==> config.mk <==
export PLATFORM = sky130hd
export DESIGN_NAME = lc3b_cpu
export DESIGN_NICKNAME = d
export VERILOG_FILES = /design/src/lc3b_pkg.sv /design/src/lc3b_alu.sv /design/src/lc3b_control.sv /design/src/lc3b_cpu.sv /design/src/lc3b_datapath.sv /design/src/lc3b_regfile.sv
export SDC_FILE = /design/constraint.sdc
export NUM_CORES = 1
export LEC_CHECK = 0
export ABC_AREA = 1
export BUFFER_PORTS_ARGS = -buffer_cell sky130_fd_sc_hd__buf_2
export CORE_MARGIN = 1.5
export CORE_UTILIZATION = 46
export CTS_CLUSTER_DIAMETER = 60
export CTS_CLUSTER_SIZE = 40
export DETAILED_ROUTE_END_ITERATION = 6
export GPL_TIMING_DRIVEN = 0
export PLACE_DENSITY = 0.69
export REMOVE_ABC_BUFFERS = 1
export SETUP_SLACK_MARGIN = 0.5
export SYNTH_ARGS = -nofsm -noshare
export SYNTH_HDL_FRONTEND = slang
export SYNTH_SLANG_ARGS = --single-unit
==> constraint.sdc <==
create_clock -name clk -period 4.45 [get_ports clk]
set_input_delay 0.6675 -clock clk [delete_from_list [all_inputs] [get_ports clk]]
set_output_delay 0.6675 -clock clk [all_outputs]
set_load 0.02 [all_outputs]
==> src/lc3b_pkg.sv <==
`default_nettype none

package lc3b_pkg;

	// Basic widths
	typedef logic [15:0] lc3b_word;
	typedef logic [3:0]  lc3b_opcode;
	typedef logic [2:0]  lc3b_reg;
	typedef logic [2:0]  lc3b_nzp;
	typedef logic [1:0]  lc3b_mem_wmask;
	typedef logic [2:0]  lc3b_aluop;
	typedef logic [1:0]  lc3b_mux_sel;

	// LC-3b opcode encodings for the supported subset
	localparam lc3b_opcode op_br  = 4'b0000;
	localparam lc3b_opcode op_add = 4'b0001;
	localparam lc3b_opcode op_and = 4'b0101;
	localparam lc3b_opcode op_ldr = 4'b0110;
	localparam lc3b_opcode op_str = 4'b0111;
	localparam lc3b_opcode op_not = 4'b1001;
	localparam lc3b_opcode op_jmp = 4'b1100;
	localparam lc3b_opcode op_shf = 4'b1101;
	localparam lc3b_opcode op_lea = 4'b1110;

	// ALU operations
	localparam lc3b_aluop alu_add  = 3'b000;
	localparam lc3b_aluop alu_and  = 3'b001;
	localparam lc3b_aluop alu_not  = 3'b010;
	localparam lc3b_aluop alu_pass = 3'b011;
	localparam lc3b_aluop alu_sll  = 3'b100;
	localparam lc3b_aluop alu_srl  = 3'b101;
	localparam lc3b_aluop alu_sra  = 3'b110;

	// Control bundle from the FSM to the datapath
	// pcmux selects 00 PC+2, 01 PC+offset9, 10 ALU (BaseR)
	// alumux selects 00 SR2, 01 imm5, 10 offset6, 11 imm4
	// regfilemux selects 00 ALU, 01 MDR, 10 PC+offset9
	typedef struct packed {
		logic        load_pc;
		logic        load_ir;
		logic        load_regfile;
		logic        load_mar;
		logic        load_mdr;
		logic        load_cc;
		lc3b_mux_sel pcmux_sel;
		logic        marmux_sel;
		lc3b_mux_sel alumux_sel;
		lc3b_mux_sel regfilemux_sel;
		logic        storemux_sel;
		logic        mdrmux_sel;
		lc3b_aluop   aluop;
	} lc3b_ctrl;

	// Decoded IR fields and branch test back to the FSM
	typedef struct packed {
		lc3b_opcode opcode;
		logic       imm_flag;
		logic       shift_right;
		logic       shift_arith;
		logic       branch_enable;
	} lc3b_ir_info;

endpackage

`default_nettype wire

==> src/lc3b_alu.sv <==
`timescale 1ns/1ps
`default_nettype none

module lc3b_alu (
	input  lc3b_pkg::lc3b_aluop aluop,
	input  lc3b_pkg::lc3b_word  a,
	input  lc3b_pkg::lc3b_word  b,
	output lc3b_pkg::lc3b_word  f
);

	always_comb begin
		case (aluop)
			lc3b_pkg::alu_add: f = a + b;
			lc3b_pkg::alu_and: f = a & b;
			lc3b_pkg::alu_not: f = ~a;
			lc3b_pkg::alu_pass: f = a;
			// Shift amount is the low nibble of b
			lc3b_pkg::alu_sll: f = a << b[3:0];
			lc3b_pkg::alu_srl: f = a >> b[3:0];
			lc3b_pkg::alu_sra: f = lc3b_pkg::lc3b_word'($signed(a) >>> b[3:0]);
			default: f = a;
		endcase
	end

endmodule

`default_nettype wire

==> src/lc3b_control.sv <==
`timescale 1ns/1ps
`default_nettype none

module lc3b_control (
	input  logic                  clk,
	input  logic                  rst,
	input  lc3b_pkg::lc3b_ir_info ir_info,
	input  logic                  mem_resp,
	output lc3b_pkg::lc3b_ctrl    ctrl,
	output logic                  mem_read,
	output logic                  mem_write
);

	typedef enum logic [4:0] {
		fetch1,
		fetch2,
		fetch3,
		decode,
		s_add,
		s_and,
		s_not,
		s_br,
		br_taken,
		calc_addr,
		lea,
		jmp,
		ldr1,
		ldr2,
		str1,
		str2,
		shf
	} state_t;

	state_t state, next_state;

	always_comb begin : state_actions
		ctrl = '0;
		ctrl.aluop = lc3b_pkg::alu_add;
		mem_read = 1'b0;
		mem_write = 1'b0;

		case (state)
			fetch1: begin
				// MAR <= PC, PC <= PC + 2
				ctrl.marmux_sel = 1'b1;
				ctrl.load_mar = 1'b1;
				ctrl.pcmux_sel = 2'b00;
				ctrl.load_pc = 1'b1;
			end
			fetch2: begin
				mem_read = 1'b1;
				ctrl.mdrmux_sel = 1'b1;
				ctrl.load_mdr = 1'b1;
			end
			fetch3: begin
				ctrl.load_ir = 1'b1;
			end
			s_add, s_and: begin
				ctrl.aluop = (state == s_and) ? lc3b_pkg::alu_and : lc3b_pkg::alu_add;
				// Immediate or second register operand
				ctrl.alumux_sel = ir_info.imm_flag ? 2'b01 : 2'b00;
				ctrl.load_regfile = 1'b1;
				ctrl.load_cc = 1'b1;
			end
			s_not: begin
				ctrl.aluop = lc3b_pkg::alu_not;
				ctrl.load_regfile = 1'b1;
				ctrl.load_cc = 1'b1;
			end
			br_taken: begin
				ctrl.pcmux_sel = 2'b01;
				ctrl.load_pc = 1'b1;
			end
			calc_addr: begin
				// MAR <= BaseR + offset6
				ctrl.alumux_sel = 2'b10;
				ctrl.load_mar = 1'b1;
			end
			lea: begin
				ctrl.regfilemux_sel = 2'b10;
				ctrl.load_regfile = 1'b1;
				ctrl.load_cc = 1'b1;
			end
			jmp: begin
				ctrl.aluop = lc3b_pkg::alu_pass;
				ctrl.pcmux_sel = 2'b10;
				ctrl.load_pc = 1'b1;
			end
			ldr1: begin
				mem_read = 1'b1;
				ctrl.mdrmux_sel = 1'b1;
				ctrl.load_mdr = 1'b1;
			end
			ldr2: begin
				ctrl.regfilemux_sel = 2'b01;
				ctrl.load_regfile = 1'b1;
				ctrl.load_cc = 1'b1;
			end
			str1: begin
				// MDR <= SR through the ALU
				ctrl.storemux_sel = 1'b1;
				ctrl.aluop = lc3b_pkg::alu_pass;
				ctrl.load_mdr = 1'b1;
			end
			str2: begin
				mem_write = 1'b1;
			end
			shf: begin
				if (!ir_info.shift_right) begin
					ctrl.aluop = lc3b_pkg::alu_sll;
				end else if (ir_info.shift_arith) begin
					ctrl.aluop = lc3b_pkg::alu_sra;
				end else begin
					ctrl.aluop = lc3b_pkg::alu_srl;
				end
				ctrl.alumux_sel = 2'b11;
				ctrl.load_regfile = 1'b1;
				ctrl.load_cc = 1'b1;
			end
			default: begin
				// decode and s_br only steer the next state
			end
		endcase
	end

	always_comb begin : next_state_logic
		next_state = fetch1;
		case (state)
			fetch1: next_state = fetch2;
			fetch2: next_state = mem_resp ? fetch3 : fetch2;
			fetch3: next_state = decode;
			decode: begin
				case (ir_info.opcode)
					lc3b_pkg::op_add: next_state = s_add;
					lc3b_pkg::op_and: next_state = s_and;
					lc3b_pkg::op_not: next_state = s_not;
					lc3b_pkg::op_br: next_state = s_br;
					lc3b_pkg::op_ldr: next_state = calc_addr;
					lc3b_pkg::op_str: next_state = calc_addr;
					lc3b_pkg::op_lea: next_state = calc_addr;
					lc3b_pkg::op_jmp: next_state = jmp;
					lc3b_pkg::op_shf: next_state = shf;
					default: next_state = fetch1;
				endcase
			end
			calc_addr: begin
				case (ir_info.opcode)
					lc3b_pkg::op_ldr: next_state = ldr1;
					lc3b_pkg::op_str: next_state = str1;
					lc3b_pkg::op_lea: next_state = lea;
					default: next_state = fetch1;
				endcase
			end
			s_br: next_state = ir_info.branch_enable ? br_taken : fetch1;
			ldr1: next_state = mem_resp ? ldr2 : ldr1;
			str1: next_state = str2;
			str2: next_state = mem_resp ? fetch1 : str2;
			default: next_state = fetch1;
		endcase
	end

	always_ff @(posedge clk) begin : state_reg
		if (rst) begin
			state <= fetch1;
		end else begin
			state <= next_state;
		end
	end

endmodule

`default_nettype wire

==> src/lc3b_cpu.sv <==
`timescale 1ns/1ps
`default_nettype none

module lc3b_cpu #(
	parameter lc3b_pkg::lc3b_word RESET_PC = 16'h0000
) (
	input  logic                    clk,
	input  logic                    rst,
	output lc3b_pkg::lc3b_word      mem_address,
	output lc3b_pkg::lc3b_word      mem_wdata,
	output logic                    mem_read,
	output logic                    mem_write,
	output lc3b_pkg::lc3b_mem_wmask mem_byte_enable,
	input  lc3b_pkg::lc3b_word      mem_rdata,
	input  logic                    mem_resp
);

	lc3b_pkg::lc3b_ctrl    ctrl;
	lc3b_pkg::lc3b_ir_info ir_info;

	// Only full word accesses in this subset
	assign mem_byte_enable = 2'b11;

	lc3b_control u_control (
		.clk       (clk),
		.rst       (rst),
		.ir_info   (ir_info),
		.mem_resp  (mem_resp),
		.ctrl      (ctrl),
		.mem_read  (mem_read),
		.mem_write (mem_write)
	);

	lc3b_datapath #(
		.RESET_PC (RESET_PC)
	) u_datapath (
		.clk         (clk),
		.rst         (rst),
		.ctrl        (ctrl),
		.mem_rdata   (mem_rdata),
		.ir_info     (ir_info),
		.mem_address (mem_address),
		.mem_wdata   (mem_wdata)
	);

endmodule

`default_nettype wire

==> src/lc3b_datapath.sv <==
`timescale 1ns/1ps
`default_nettype none

module lc3b_datapath #(
	parameter lc3b_pkg::lc3b_word RESET_PC = 16'h0000
) (
	input  logic                  clk,
	input  logic                  rst,
	input  lc3b_pkg::lc3b_ctrl    ctrl,
	input  lc3b_pkg::lc3b_word    mem_rdata,
	output lc3b_pkg::lc3b_ir_info ir_info,
	output lc3b_pkg::lc3b_word    mem_address,
	output lc3b_pkg::lc3b_word    mem_wdata
);

	lc3b_pkg::lc3b_word pc;
	lc3b_pkg::lc3b_word ir;
	lc3b_pkg::lc3b_word mar;
	lc3b_pkg::lc3b_word mdr;
	lc3b_pkg::lc3b_nzp  cc;
	lc3b_pkg::lc3b_nzp  cc_next;
	lc3b_pkg::lc3b_reg  src_a;
	lc3b_pkg::lc3b_word reg_a, reg_b;
	lc3b_pkg::lc3b_word alu_b, alu_out;
	lc3b_pkg::lc3b_word sext_imm5, sext_off6, sext_off9, zext_imm4;
	lc3b_pkg::lc3b_word pc_plus2, pc_offset, pc_next;
	lc3b_pkg::lc3b_word mdr_next, regfile_in;

	// Immediate fields with word scaled offsets
	assign sext_imm5 = {{11{ir[4]}}, ir[4:0]};
	assign sext_off6 = {{9{ir[5]}}, ir[5:0], 1'b0};
	assign sext_off9 = {{6{ir[8]}}, ir[8:0], 1'b0};
	assign zext_imm4 = {12'h000, ir[3:0]};

	// STR reads its source from IR[11:9]
	assign src_a = ctrl.storemux_sel ? ir[11:9] : ir[8:6];

	lc3b_regfile u_regfile (
		.clk   (clk),
		.load  (ctrl.load_regfile),
		.dest  (ir[11:9]),
		.src_a (src_a),
		.src_b (ir[2:0]),
		.in    (regfile_in),
		.reg_a (reg_a),
		.reg_b (reg_b)
	);

	always_comb begin
		case (ctrl.alumux_sel)
			2'b00: alu_b = reg_b;
			2'b01: alu_b = sext_imm5;
			2'b10: alu_b = sext_off6;
			default: alu_b = zext_imm4;
		endcase
	end

	lc3b_alu u_alu (
		.aluop (ctrl.aluop),
		.a     (reg_a),
		.b     (alu_b),
		.f     (alu_out)
	);

	assign pc_plus2 = pc + 16'd2;
	// PC was already advanced in fetch1
	assign pc_offset = pc + sext_off9;

	always_comb begin
		case (ctrl.pcmux_sel)
			2'b00: pc_next = pc_plus2;
			2'b01: pc_next = pc_offset;
			default: pc_next = alu_out;
		endcase
		case (ctrl.regfilemux_sel)
			2'b00: regfile_in = alu_out;
			2'b01: regfile_in = mdr;
			default: regfile_in = pc_offset;
		endcase
	end

	assign mdr_next = ctrl.mdrmux_sel ? mem_rdata : alu_out;

	// Flags follow the value going into the register file
	assign cc_next = {regfile_in[15], regfile_in == 16'h0000,
		!regfile_in[15] && regfile_in != 16'h0000};

	always_ff @(posedge clk) begin
		if (rst) begin
			pc <= RESET_PC;
		end else if (ctrl.load_pc) begin
			pc <= pc_next;
		end
	end

	always_ff @(posedge clk) begin
		if (ctrl.load_ir)
			ir <= mdr;
		if (ctrl.load_mar)
			mar <= ctrl.marmux_sel ? pc : alu_out;
		if (ctrl.load_mdr)
			mdr <= mdr_next;
		if (ctrl.load_cc)
			cc <= cc_next;
	end

	assign ir_info.opcode = ir[15:12];
	assign ir_info.imm_flag = ir[5];
	assign ir_info.shift_right = ir[4];
	assign ir_info.shift_arith = ir[5];
	assign ir_info.branch_enable = |(ir[11:9] & cc);

	assign mem_address = mar;
	assign mem_wdata = mdr;

endmodule

`default_nettype wire

==> src/lc3b_regfile.sv <==
`timescale 1ns/1ps
`default_nettype none

module lc3b_regfile (
	input  logic               clk,
	input  logic               load,
	input  lc3b_pkg::lc3b_reg  dest,
	input  lc3b_pkg::lc3b_reg  src_a,
	input  lc3b_pkg::lc3b_reg  src_b,
	input  lc3b_pkg::lc3b_word in,
	output lc3b_pkg::lc3b_word reg_a,
	output lc3b_pkg::lc3b_word reg_b
);

	lc3b_pkg::lc3b_word regs [8];

	// One write port on the clock edge
	always_ff @(posedge clk) begin
		if (load) begin
			regs[dest] <= in;
		end
	end

	// Reads are combinational
	assign reg_a = regs[src_a];
	assign reg_b = regs[src_b];

endmodule

`default_nettype wire

==> flow_summary.yaml <==
sta:
  finalMaxSlewViolations: 0
  setup_viol: 0
  rsz0062_at_grt: "yes"
  finalCriticalPeriod_ps: 4440
  whs_ps: 455
  worstMarginPinSlew_ps: 1120
  fmax_mhz: 225
  max-slew-margin-rel: 0.253
  fin_tns_setup_ps: 0
  fin_ws_ps: 8.59
  min_period_over_period: 0.998
  hold_violations: 0
  skew_ps: 43.1
routing:
  vias_per_cell: 6.61
  drtPass1Iterations: 7
  drtIter0Drc: 2977
  final_antenna_net_count: 0
  drc: 0
  avgRoutedWirePerCell_um: 26.0
  wl_mm: 62.5
  num_vias: 15891
layout:
  syn_to_final_growth_pct: 30.4
  layout-drive-gt1-share: 0.273
  top_register: "u_datapath.u_regfile.regs"
  diodes: 0
  largest_register_ffs: 128
  n_fill_cell: 2355
  num-nets-final: 2058
clocking:
  cts.sinks: 208
  clock_path_buffers: 3
  root_buffer: "clkbuf_16"
  cts_made_buffers: 16
  clk_pin_slew_ps: 90
  cts-htree-levels: 1
  hold_buffers: 0
  clock_latency_ps: 520
  cts_tree: "done"
floorplan:
  die_h_um: 178
  core_mm2: 0.0300
  fp.dieW_um: 178
  start_util: 0.472
  ios: 55
  die-area_mm2: 0.0318
  fp-row-count: 63
synthesis:
  synth_ff_type: "edfxtp_1"
  synth-seq-cells: 208
  async_reset_ff_frac: 0
  synth_area_leader_cell: "edfxtp_1"
  synthDistinctLibCells: 59
  synthesis.area_mm2: 0.0141
  ys_seq_area_frac: 0.421
  yosys.area.top_type_share: 0.380
  yosys_warnings: 0
  synth_area_leaders: "edfxtp_1, nand2_1, nand3_1, o21ai_0, nor2_1"
  synth-edff-count: 179
  syn_area_per_cell_um2: 7.71
  synth_most_common_cell: "nand2_1"
  synthTopCellsByCount: "nand2_1, nand3_1, edfxtp_1, nor2_1, o21ai_0"
  synthCells: 1833
critical_path:
  worst_setup_path_start_kind: "flop"
  cp_num_buf_inv: 3
  arrival_ps: 4730
  path_delay_family: "simple AND/OR/NAND/NOR gates"
  crit_path_cell_trace: "nor2_1 > nand3_2 > nand2_2 > inv_1 > nor2_1 > a21oi_4 > fa_2 > inv_2 > nand2_1 > nand3_1 > o2111ai_1 > inv_1 > nand3_1 > nand3_1 > nand2_1 > nor2_1 > nand3_1 > nor2_4 > a21oi_2"
  cp-startpoint: "u_control.state[3]"
  max_stage_delay_ps: 560
  reg2reg_from: "u_control.state[3]"
  critPathMostFrequentCell: "nand3_1"
  worstPathRequired_ps: 4730
  critical-path-slowest-cell: "nor2_1"
  endpoint_kind: "flop"
  path_max_fanout: 9
  crit_type: "flop to flop"
global_route:
  grt_pass1_wl_mm: 87.8
  overflow: 0
  grt_antenna_before_repair: 1
  grt_pass1_vias: 14458
  grt_max_degree: 33
  grtUsageTotal: 0.375
hold_path:
  hold_class: "input pin to flop"
  hold_start: "mem_rdata[15]"
power_and_ir_drop:
  ir_worst_vdd_mv: 0.275
  powerDensity_mw_per_mm2: 410
  power.leakage_nw: 7.44
placed_design:
  gp_congestion: 0.991
  port-buffer-count: 52
  post-place-ws_ps: -2210
  dpl.hpwl_mm: 34.8
run_status:
  outcome: "finished, final reports clean"
job:
  max-cap-violations: 0
## layer usage
layer  global-route usage  wire length, µm  vias to the layer above
met3                0.124             9700                      448
met4                0.208             5480                        0
met2                0.565            25800                     1469
met1                0.475            21500                     7256
met5                    0                0                        -
li1                     -                -                     6718
## cells by family after synthesis
group,after synthesis,share of synthesized area
xor gates and xnor gates,16,0.00991
adders and majority gates,34,0.0312
buffers and inverters,231,0.0704
DFF,208,0.421
and+or+nand+nor,1027,0.332
other,1,0.000265
AOI/OAI and AO/OA,316,0.135
## timing repair
action                                  CTS  global route
resized for setup                       225           127
buffers inserted                        108            41
gates cloned                             23             0
pin swaps                                66            60
endpoints found under the setup margin  307           150
endpoints found under the hold margin     0             0
## final timing paths
| kind | to | cells after the start | slack [ps] |
|---|---|---|---|
| worst max-delay path | u_datapath.cc[0] | 19 | 9 |
| worst min-delay path | u_datapath.mem_wdata[15] | 3 | 460 |
| worst max register to register | u_datapath.cc[0] | 19 | 9 |
| worst min register to register | u_control.state[4] | 2 | 460 |
## placed cells by master, fill, tap and decap left out, types with 14 or more instances in the layout
cell,instances
a21oi_1,53
buf_12,17
buf_2,52
buf_4,113
buf_6,19
clkbuf_16,18
dfxtp_1,21
edfxtp_1,179
ha_1,18
ha_4,14
inv_1,125
inv_2,15
nand2_1,423
nand2_2,37
nand2_4,30
nand3_1,236
nand3_2,65
nand3_4,32
nor2_1,131
nor2_2,18
o21ai_0,129
o21ai_1,22
o221ai_1,35
## worst register-to-register path: cells and delay by family, from the launching register on
family / cells / cell delay, ps
adders and majority gates: 1 / 410
and+or+nand+nor: 12 / 2680
AOI/OAI and AO/OA: 3 / 300
DFF: 1 / 380
buffers and inverters: 3 / 440
## metrics by stage
step | power, mW | util | cells | cell area (µm²)
final | 7.56 | 0.615 | 2405 | 18400
after global routing | 7.76 | 0.615 | 2405 | 18400
after CTS | 7.00 | 0.587 | 2364 | 17600
after detailed placement | 5.01 | 0.491 | 2205 | 14700
after global placement | 4.97 | 0.482 | 2193 | 14400
after floorplan | 4.13 | - | 1751 | 13700
## power breakdown
part	internal, mW	total [mW]	switching, mW
registers	2.49	2.60	0.118
clock network	0.820	1.56	0.745
logic	1.09	3.39	2.30
## layout make-up
cell class              instances  area, µm²  share of cell area
multi-input cells            1409       8730               0.473
flip-flops and latches        208       5980               0.324
repair buffers                219       2060               0.112
inverters                     148        602              0.0326
clock buffers                  23        509              0.0276
well taps                     390        488              0.0265
clock inverters                 5       47.5             0.00258
repair inverters                3       25.0             0.00136
Note: power is estimated with default switching activity, not from simulation.
